--- src/fault_mon_pkg.sv ---
package fault_mon_pkg;

  ////////////////////////////////////////
  // Sizes
  ////////////////////////////////////////

  // Monitored ALUs and operation classes
  localparam int N_ALU   = 4;
  localparam int N_CLASS = 4;
  localparam int CLASS_W = $clog2(N_CLASS);

  // One counter per ALU and class pair
  localparam int N_CNT     = N_ALU * N_CLASS;
  localparam int CNT_IDX_W = $clog2(N_CNT);
  localparam int CNT_W     = 8;

  // Operator code width
  localparam int OP_W = 5;

  // Local CSR space
  localparam int ADDR_W         = 5;
  localparam int DATA_W         = 32;
  localparam int ADDR_FAULT_MAP = 16;

  ////////////////////////////////////////
  // Leaky counter tuning
  ////////////////////////////////////////

  // Count at which a class is declared permanently faulty
  localparam int ERR_THRESHOLD = 12;
  // Step up per detected error
  localparam int ERR_INCREASE  = 3;
  // Step down per clean operation
  localparam int ERR_DECREASE  = 1;

  ////////////////////////////////////////
  // Types
  ////////////////////////////////////////

  // Operators reported by the ALUs
  typedef enum logic [OP_W-1:0] {
    OP_NOP  = 5'd0,
    OP_ADD  = 5'd1,
    OP_SUB  = 5'd2,
    OP_SLL  = 5'd3,
    OP_SRL  = 5'd4,
    OP_SRA  = 5'd5,
    OP_XOR  = 5'd6,
    OP_OR   = 5'd7,
    OP_AND  = 5'd8,
    OP_LTS  = 5'd9,
    OP_LTU  = 5'd10,
    OP_EQ   = 5'd11,
    OP_NE   = 5'd12,
    OP_DIV  = 5'd13,
    OP_DIVU = 5'd14,
    OP_REM  = 5'd15,
    OP_REMU = 5'd16
  } alu_op_e;

  // Operation classes, also the low part of the counter index
  typedef enum logic [CLASS_W-1:0] {
    CLS_ARITH = 2'd0,
    CLS_LOGIC = 2'd1,
    CLS_CMP   = 2'd2,
    CLS_DIV   = 2'd3
  } alu_class_e;

  typedef logic [CNT_W-1:0] counter_t;

  // Classified report of one ALU
  typedef struct packed {
    logic       valid;
    alu_class_e cls;
    logic       error;
  } alu_event_t;

endpackage
--- src/csr_access_if.sv ---
`timescale 1ns/100ps

interface csr_access_if import fault_mon_pkg::*; ();

  // Write strobe, single cycle
  logic                 wr_en;
  // High selects the fault map, low a counter
  logic                 wr_map;
  logic [CNT_IDX_W-1:0] wr_idx;
  logic [DATA_W-1:0]    wr_data;

  // Live state of the bank for the read mux
  counter_t [N_CNT-1:0] cnt_values;
  logic [N_CNT-1:0]     fault_map;

  // CSR side
  modport port (
    output wr_en, wr_map, wr_idx, wr_data,
    input  cnt_values, fault_map
  );

  // Counter bank side
  modport bank (
    input  wr_en, wr_map, wr_idx, wr_data,
    output cnt_values, fault_map
  );

endinterface

--- src/alu_fault_monitor.sv ---
`timescale 1ns/100ps

module alu_fault_monitor import fault_mon_pkg::*; (
  input  logic                clock_gated,
  input  logic                rst_n,

  // ALU result reports
  input  logic [N_ALU-1:0]    alu_valid_i,
  input  alu_op_e [N_ALU-1:0] alu_op_i,
  input  logic [N_ALU-1:0]    alu_error_i,
  input  logic                div_done_i,

  // Local CSR access
  input  logic [ADDR_W-1:0]   csr_addr_i,
  input  logic                csr_re_i,
  input  logic                csr_we_i,
  input  logic [DATA_W-1:0]   csr_wdata_i,
  output logic [DATA_W-1:0]   csr_rdata_o,

  // Permanent fault per ALU and class
  output logic [N_CNT-1:0]    fault_map_o
);

  // Registered, classified reports
  alu_event_t [N_ALU-1:0] events;

  // Write strobes down, counter state up
  csr_access_if csr_bus ();

  ////////////////////////////////////////
  // Input side
  ////////////////////////////////////////

  op_classifier i_op_classifier (
    .clock_gated (clock_gated),
    .rst_n       (rst_n),
    .alu_valid_i (alu_valid_i),
    .alu_op_i    (alu_op_i),
    .alu_error_i (alu_error_i),
    .div_done_i  (div_done_i),
    .events_o    (events)
  );

  ////////////////////////////////////////
  // Counters and fault map
  ////////////////////////////////////////

  class_counter_bank i_class_counter_bank (
    .clock_gated (clock_gated),
    .rst_n       (rst_n),
    .events_i    (events),
    .csr         (csr_bus.bank)
  );

  ////////////////////////////////////////
  // CSR side
  ////////////////////////////////////////

  csr_port i_csr_port (
    .csr_addr_i  (csr_addr_i),
    .csr_re_i    (csr_re_i),
    .csr_we_i    (csr_we_i),
    .csr_wdata_i (csr_wdata_i),
    .csr_rdata_o (csr_rdata_o),
    .csr         (csr_bus.port)
  );

  // Sticky map also goes out directly
  assign fault_map_o = csr_bus.fault_map;

endmodule

--- src/csr_port.sv ---
`timescale 1ns/100ps

module csr_port import fault_mon_pkg::*; (
  input  logic [ADDR_W-1:0] csr_addr_i,
  input  logic              csr_re_i,
  input  logic              csr_we_i,
  input  logic [DATA_W-1:0] csr_wdata_i,
  output logic [DATA_W-1:0] csr_rdata_o,
  csr_access_if.port        csr
);

  logic     sel_cnt;
  logic     sel_map;
  logic     mapped;
  counter_t rd_cnt;

  ////////////////////////////////////////
  // Address decode
  ////////////////////////////////////////

  // Low half of the space holds the counters
  assign sel_cnt = (csr_addr_i < ADDR_W'(N_CNT));
  assign sel_map = (csr_addr_i == ADDR_W'(ADDR_FAULT_MAP));
  assign mapped  = sel_cnt || sel_map;

  // Counter index is the address itself
  assign rd_cnt = csr.cnt_values[csr_addr_i[CNT_IDX_W-1:0]];

  ////////////////////////////////////////
  // Read mux
  ////////////////////////////////////////

  // Zero unless a read to a mapped address
  always_comb begin
    csr_rdata_o = '0;
    if (csr_re_i) begin
      if (sel_cnt) begin
        csr_rdata_o = DATA_W'(rd_cnt);
      end else if (sel_map) begin
        csr_rdata_o = DATA_W'(csr.fault_map);
      end
    end
  end

  ////////////////////////////////////////
  // Write strobe
  ////////////////////////////////////////

  // Read has priority, write dropped in that cycle
  assign csr.wr_en   = csr_we_i && !csr_re_i && mapped;
  assign csr.wr_map  = sel_map;
  assign csr.wr_idx  = csr_addr_i[CNT_IDX_W-1:0];
  // Bank takes the low bits it needs
  assign csr.wr_data = csr_wdata_i;

endmodule

--- src/class_counter_bank.sv ---
`timescale 1ns/100ps

module class_counter_bank import fault_mon_pkg::*; (
  input  logic                   clock_gated,
  input  logic                   rst_n,
  input  alu_event_t [N_ALU-1:0] events_i,
  csr_access_if.bank             csr
);

  // One spare bit so the error step cannot wrap
  localparam int SUM_W = CNT_W + 1;

  counter_t [N_CNT-1:0] cnt_q;
  counter_t             cnt_n [N_CNT];
  logic [N_CNT-1:0]     fault_q;
  logic [N_CNT-1:0]     fault_set;
  logic [N_CNT-1:0]     fault_n;
  logic                 map_wr;

  ////////////////////////////////////////
  // Leaky step
  ////////////////////////////////////////

  // Error adds, clean op drains; capped at threshold, floored at 0
  function automatic counter_t leak_step(input counter_t cnt, input logic err);
    logic [SUM_W-1:0] sum;
    counter_t         res;
    sum = {1'b0, cnt} + SUM_W'(ERR_INCREASE);
    if (err) begin
      if (sum >= SUM_W'(ERR_THRESHOLD)) begin
        res = counter_t'(ERR_THRESHOLD);
      end else begin
        res = sum[CNT_W-1:0];
      end
    end else if (cnt >= counter_t'(ERR_DECREASE)) begin
      res = cnt - counter_t'(ERR_DECREASE);
    end else begin
      res = '0;
    end
    return res;
  endfunction

  ////////////////////////////////////////
  // Per counter next state
  ////////////////////////////////////////

  for (genvar a = 0; a < N_ALU; a++) begin : g_alu
    for (genvar c = 0; c < N_CLASS; c++) begin : g_cls
      localparam int IDX = a * N_CLASS + c;

      logic     hit;
      logic     cnt_wr;
      logic     reach;
      counter_t step_val;

      // At most one event per ALU, so one hit per counter
      assign hit      = events_i[a].valid && (events_i[a].cls == alu_class_e'(c));
      assign step_val = leak_step(cnt_q[IDX], events_i[a].error);
      assign reach    = hit && (step_val == counter_t'(ERR_THRESHOLD));
      assign cnt_wr   = csr.wr_en && !csr.wr_map && (csr.wr_idx == CNT_IDX_W'(IDX));

      // Threshold hit goes to the fault map
      assign fault_set[IDX] = reach;

      always_comb begin
        if (cnt_wr) begin
          // CSR write beats the event
          cnt_n[IDX] = csr.wr_data[CNT_W-1:0];
        end else if (fault_q[IDX] || reach) begin
          // Faulty class parks at 0, also cleared on declaring the fault
          cnt_n[IDX] = '0;
        end else if (hit) begin
          cnt_n[IDX] = step_val;
        end else begin
          cnt_n[IDX] = cnt_q[IDX];
        end
      end
    end
  end

  ////////////////////////////////////////
  // Fault map
  ////////////////////////////////////////

  assign map_wr = csr.wr_en && csr.wr_map;

  // Sticky bits; a map write replaces everything, new sets included
  assign fault_n = map_wr ? csr.wr_data[N_CNT-1:0] : (fault_q | fault_set);

  ////////////////////////////////////////
  // State
  ////////////////////////////////////////

  always_ff @(posedge clock_gated or negedge rst_n) begin
    if (!rst_n) begin
      cnt_q   <= '0;
      fault_q <= '0;
    end else begin
      for (int i = 0; i < N_CNT; i++) begin
        cnt_q[i] <= cnt_n[i];
      end
      fault_q <= fault_n;
    end
  end

  // Read side, straight from the registers
  assign csr.cnt_values = cnt_q;
  assign csr.fault_map  = fault_q;

endmodule

--- src/op_classifier.sv ---
`timescale 1ns/100ps

module op_classifier import fault_mon_pkg::*; (
  input  logic                   clock_gated,
  input  logic                   rst_n,
  input  logic [N_ALU-1:0]       alu_valid_i,
  input  alu_op_e [N_ALU-1:0]    alu_op_i,
  input  logic [N_ALU-1:0]       alu_error_i,
  input  logic                   div_done_i,
  output alu_event_t [N_ALU-1:0] events_o
);

  alu_event_t [N_ALU-1:0] events_d;
  alu_event_t [N_ALU-1:0] events_q;

  ////////////////////////////////////////
  // Operator decode
  ////////////////////////////////////////

  // Maps one report to an event, invalid when it must not be counted
  function automatic alu_event_t classify(
    input logic    valid,
    input alu_op_e op,
    input logic    err,
    input logic    div_done
  );
    alu_event_t ev;
    logic       known;
    known    = 1'b1;
    ev.cls   = CLS_ARITH;
    ev.error = err;
    case (op)
      // Adder and shifter share a class
      OP_ADD, OP_SUB, OP_SLL, OP_SRL, OP_SRA: ev.cls = CLS_ARITH;
      OP_XOR, OP_OR, OP_AND:                  ev.cls = CLS_LOGIC;
      OP_LTS, OP_LTU, OP_EQ, OP_NE:           ev.cls = CLS_CMP;
      // Multi-cycle divider, result only counts once done
      OP_DIV, OP_DIVU, OP_REM, OP_REMU: begin
        ev.cls = CLS_DIV;
        known  = div_done;
      end
      // NOP and unused codes
      default: known = 1'b0;
    endcase
    ev.valid = valid && known;
    return ev;
  endfunction

  always_comb begin
    for (int a = 0; a < N_ALU; a++) begin
      events_d[a] = classify(alu_valid_i[a], alu_op_i[a], alu_error_i[a], div_done_i);
    end
  end

  ////////////////////////////////////////
  // Event register
  ////////////////////////////////////////

  // One cycle into the bank
  always_ff @(posedge clock_gated or negedge rst_n) begin
    if (!rst_n) begin
      events_q <= '0;
    end else begin
      events_q <= events_d;
    end
  end

  assign events_o = events_q;

endmodule

--- config.mk ---
export PLATFORM = sky130hd
export DESIGN_NAME = alu_fault_monitor
export DESIGN_NICKNAME = d
export VERILOG_FILES = /design/src/fault_mon_pkg.sv /design/src/csr_access_if.sv /design/src/alu_fault_monitor.sv /design/src/csr_port.sv /design/src/class_counter_bank.sv /design/src/op_classifier.sv
export SDC_FILE = /design/constraint.sdc
export NUM_CORES = 1
export LEC_CHECK = 0
export ABC_AREA = 1
export BUFFER_PORTS_ARGS = -buffer_cell sky130_fd_sc_hd__buf_4
export CORE_MARGIN = 2
export CORE_UTILIZATION = 55
export CTS_CLUSTER_DIAMETER = 120
export DETAILED_ROUTE_END_ITERATION = 10
export GPL_TIMING_DRIVEN = 0
export PLACE_DENSITY_LB_ADDON = 0.2
export SETUP_SLACK_MARGIN = 0.5
export SYNTH_ARGS = -nofsm -noshare
export SYNTH_HDL_FRONTEND = slang
export SYNTH_SLANG_ARGS = --single-unit
--- constraint.sdc ---
create_clock -name clock_gated -period 2.6 [get_ports clock_gated]
set_input_delay 0.52 -clock clock_gated [delete_from_list [all_inputs] [get_ports clock_gated]]
set_output_delay 0.52 -clock clock_gated [all_outputs]
set_load 0.05 [all_outputs]
==> impl_metrics.toml <==
[outcome]
outcome = "finished, final reports clean"

[global_routing]
gr-usage-met3_pct = 9.463
global_route.peak_usage_layer = "met2"
grt_antenna_before_repair = 2
grt_first_pass_wirelength_mm = 102.4
grt.overflow.total = 0
groute.layer.met1.usage_pct = 51.85
grtUsageMet2_pct = 65.89
grt.total_usage_pct = 41.69
grt_start_max_net_pins = 85
number_of_global_route_vias_before_repair = 19310

[setup_path]
critical_path_arrival_ns = 1.98
path_max_fanout = 5
startpoint = "i_class_counter_bank.csr.cnt_values[92]"
required_ns = 2.08
timing_worst_setup_path_type = "flip-flop to output pin"
critical_path.endpoint_type = "output pin"
worstReg2RegStart = "i_class_counter_bank.csr.cnt_values[88]"
cp-start-kind = "flip-flop"

[logic_synthesis]
post_synth_instance_area_um2 = 16720
ys_warn_count = 0
ys.flop_type = "sky130_fd_sc_hd__dfrtp_1"
synth-edff-count = 0
synth.top_cell.area_share_pct = 23.94
synth.most_common_cell = "sky130_fd_sc_hd__nand2_1"
synth.area.top_cells = "sky130_fd_sc_hd__dfrtp_1, sky130_fd_sc_hd__nand2_1, sky130_fd_sc_hd__inv_1"
asyncSetResetFlopFracSynth_pct = 100.0
yosysSeqAreaShare_pct = 23.94
post-synth-top-area-cell = "sky130_fd_sc_hd__dfrtp_1"
post_synthesis_mean_instance_area_um2 = 5.918
synth_cell_type_count = 54
ranking_of_synthesized_cells_by_instance_count = "sky130_fd_sc_hd__nand2_1, sky130_fd_sc_hd__inv_1, sky130_fd_sc_hd__nor2_1, sky130_fd_sc_hd__nand3_1, sky130_fd_sc_hd__dfrtp_1"
synthCells = 2826
number_of_synthesized_register_bits = 160

[pwr]
p_total_uw = 19170
power-per-cell-area_nw_per_um2 = 840.6
static-leakage-power_uw = 0.01152
ir_worst_vdd_mv = 0.5542

[clocking]
cts_made_buffers = 17
clk-insertion-delay-late_ns = 0.46
cts.clk_slew.worst_paths_ns = 0.08
clk_root_buffer_cell = "sky130_fd_sc_hd__clkbuf_16"
tritoncts = "yes"
cts.sinks = 160
cts.htree.levels = 4
clockBufferDepth = 2

[timing]
timing.final.crit_period_ns = 2.495
finalClockSkew_ns = 0.009139
slew_headroom_pct = 14.43
unrepaired_setup_endpoints_after_global_routing = "yes"
timing.final.setup_violations = 0
worstMarginPinSlew_ns = 1.284
final_max_slew_viol_count = 0
final_min_period_over_clock_period_pct = 95.98
timing.final.ws_setup_ns = 0.1046
final_hold_viol_count = 0
timing.fmax_mhz = 400.7

[detailed_routing]
vias_after_detailed_routing = 21310
first_pass_iteration_count_of_the_detailed_router = 6
post-route-drc-count = 0
detail_route.wirelength_mm = 68.80
ratio_of_routed_vias_to_standard_cells = 5.971
detail_route.wl_per_cell_um = 19.28
antenna_left = 0
drt_initial_violations = 2331

[die]
placementRows = 63
horizontal_die_dimension_um = 178.4
chipHeight_um = 178.4
num_io_pins = 118
initial_core_util_pct = 56.13
die_area_um2 = 31820
core_region_area_um2 = 29800

[cells_and_area]
n_fill_cell = 2294
layout-area-overhead-vs-synth_pct = 36.36
layout.core_utilization_pct = 76.54
num-nets-final = 3267
ff_latch_area_um2 = 4048
drive_gt1_share_pct = 31.75
multi_input_comb_area_um2 = 12590

[placed_design]
dp_hpwl_mm = 45.11
portBuffers = 78
gp_congestion = 1.004
placement.setup.worst_slack_ns = -0.5404

[job]
drv.max_cap_violation_count = 0

[worst_hold_path]
min_path_type = "input port to async pin"
==> worst max-delay path, stage by stage (launching register included) <==
cell and delay, ns:
sky130_fd_sc_hd__dfrtp_2 0.49, sky130_fd_sc_hd__inv_4 0.12, sky130_fd_sc_hd__o22ai_2 0.11, sky130_fd_sc_hd__o21ai_4 0.24, sky130_fd_sc_hd__nand4_1 0.15, sky130_fd_sc_hd__nand3_2 0.14, sky130_fd_sc_hd__o21ai_4 0.09, sky130_fd_sc_hd__buf_6 0.18
==> report_power, final <==
part,internal [uW],switching [uW],leakage [uW],total [uW]
Combinational,4840,7760,0.00914,12600
Sequential,2930,596,0.00206,3530
Clock,1820,1220,0.000326,3040
Total,9590,9580,0.0115,19200
==> path summary, 6_finish.rpt <==
| kind | end | slack, ns | cells past startpoint |
|---|---|---|---|
| hold / removal | i_class_counter_bank.csr.cnt_values[29] | 0.02 | 1 |
| min in group clock_gated | i_op_classifier.events_o[0] | 0.17 | 1 |
| hold reg to reg | i_class_counter_bank.csr.cnt_values[49] | 0.52 | 2 |
| max in group asynchronous | i_class_counter_bank.csr.cnt_values[89] | 1.69 | 2 |
| setup reg to reg | i_class_counter_bank.csr.cnt_values[92] | 0.12 | 16 |
| setup / recovery | csr_rdata_o[4] | 0.10 | 7 |
==> cell type report <==
type / count / share of cell area [%]
Timing Repair Buffer: 298 / 11.04
Buffer: 87 / 3.413
Inverter: 429 / 7.450
Clock inverter: 15 / 1.119
Multi-Input combinational cell: 2172 / 55.21
Clock buffer: 17 / 1.865
Sequential cell: 160 / 17.75
Tap cell: 390 / 2.140
Antenna cell: 1 / 0.01097
==> logic make-up (layout without fill, tap and decap cells) <==
logic type	Yosys count	count (layout)	synth area share, %
simple gates	1720	1727	46.57
buf+inv	516	846	12.62
compound gates	342	342	11.56
flops	160	160	23.94
xor+xnor	53	53	2.775
fa+ha+maj	32	32	2.394
mux	2	2	0.1197
other cells	1	17	0.02242
==> repair_timing <==
action / 4_1_cts / 5_1_grt
gates resized for setup: 505 / 192
endpoints found under the setup margin: 160 / 159
setup buffers: 153 / 55
pin swaps: 143 / 76
gates cloned: 16 / 2
hold endpoints to repair: 0 / 0
hold buffers: 0 / 0
==> metrics by stage <==
stage                     area (um^2)  hold slack, ns  instances  setup TNS (ns)
after detailed placement        18090          0.4702       3310          -8.658
after floorplan                 16980          0.2244       2841               0
after global placement          18050          0.4648       3309          -7.921
final                           22810         0.01745       3569               0
after global routing            22800         0.09671       3568               0
after CTS                       21740         0.07649       3511               0
==> cells in the final DEF, fill, tap and decap left out, types with 19 or more instances in the layout <==
cell type                   count
sky130_fd_sc_hd__nand2_1      833
sky130_fd_sc_hd__inv_1        274
sky130_fd_sc_hd__buf_4        266
sky130_fd_sc_hd__nor2_1       246
sky130_fd_sc_hd__nand3_1      149
sky130_fd_sc_hd__nand4_1      129
sky130_fd_sc_hd__dfrtp_1      125
sky130_fd_sc_hd__inv_2        109
sky130_fd_sc_hd__o21ai_0       93
sky130_fd_sc_hd__nand2_2       79
sky130_fd_sc_hd__nor2_2        74
sky130_fd_sc_hd__nor2_4        62
sky130_fd_sc_hd__o21ai_1       53
sky130_fd_sc_hd__buf_6         52
sky130_fd_sc_hd__xor2_1        46
sky130_fd_sc_hd__o21ai_2       44
sky130_fd_sc_hd__a21oi_1       42
sky130_fd_sc_hd__nand3_2       37
sky130_fd_sc_hd__nor3_1        35
sky130_fd_sc_hd__dfrtp_2       35
sky130_fd_sc_hd__o22ai_1       33
sky130_fd_sc_hd__nand2_4       29
sky130_fd_sc_hd__clkbuf_16     28
sky130_fd_sc_hd__inv_4         23
sky130_fd_sc_hd__o22ai_2       20
sky130_fd_sc_hd__clkbuf_1      19
==> registers in the layout (all words and copies together) (netlist names) <==
name,count
i_class_counter_bank.csr.cnt_values,128
i_class_counter_bank.csr.fault_map,16
i_op_classifier.events_o,16
==> routing by layer <==
layer	vias to the layer above	share of wire [%]
li1	9773	-
met5	-	0
met1	9808	38
met2	1388	44
met3	340	11
met4	0	6.9
Power figures use the tool's default switching activity.
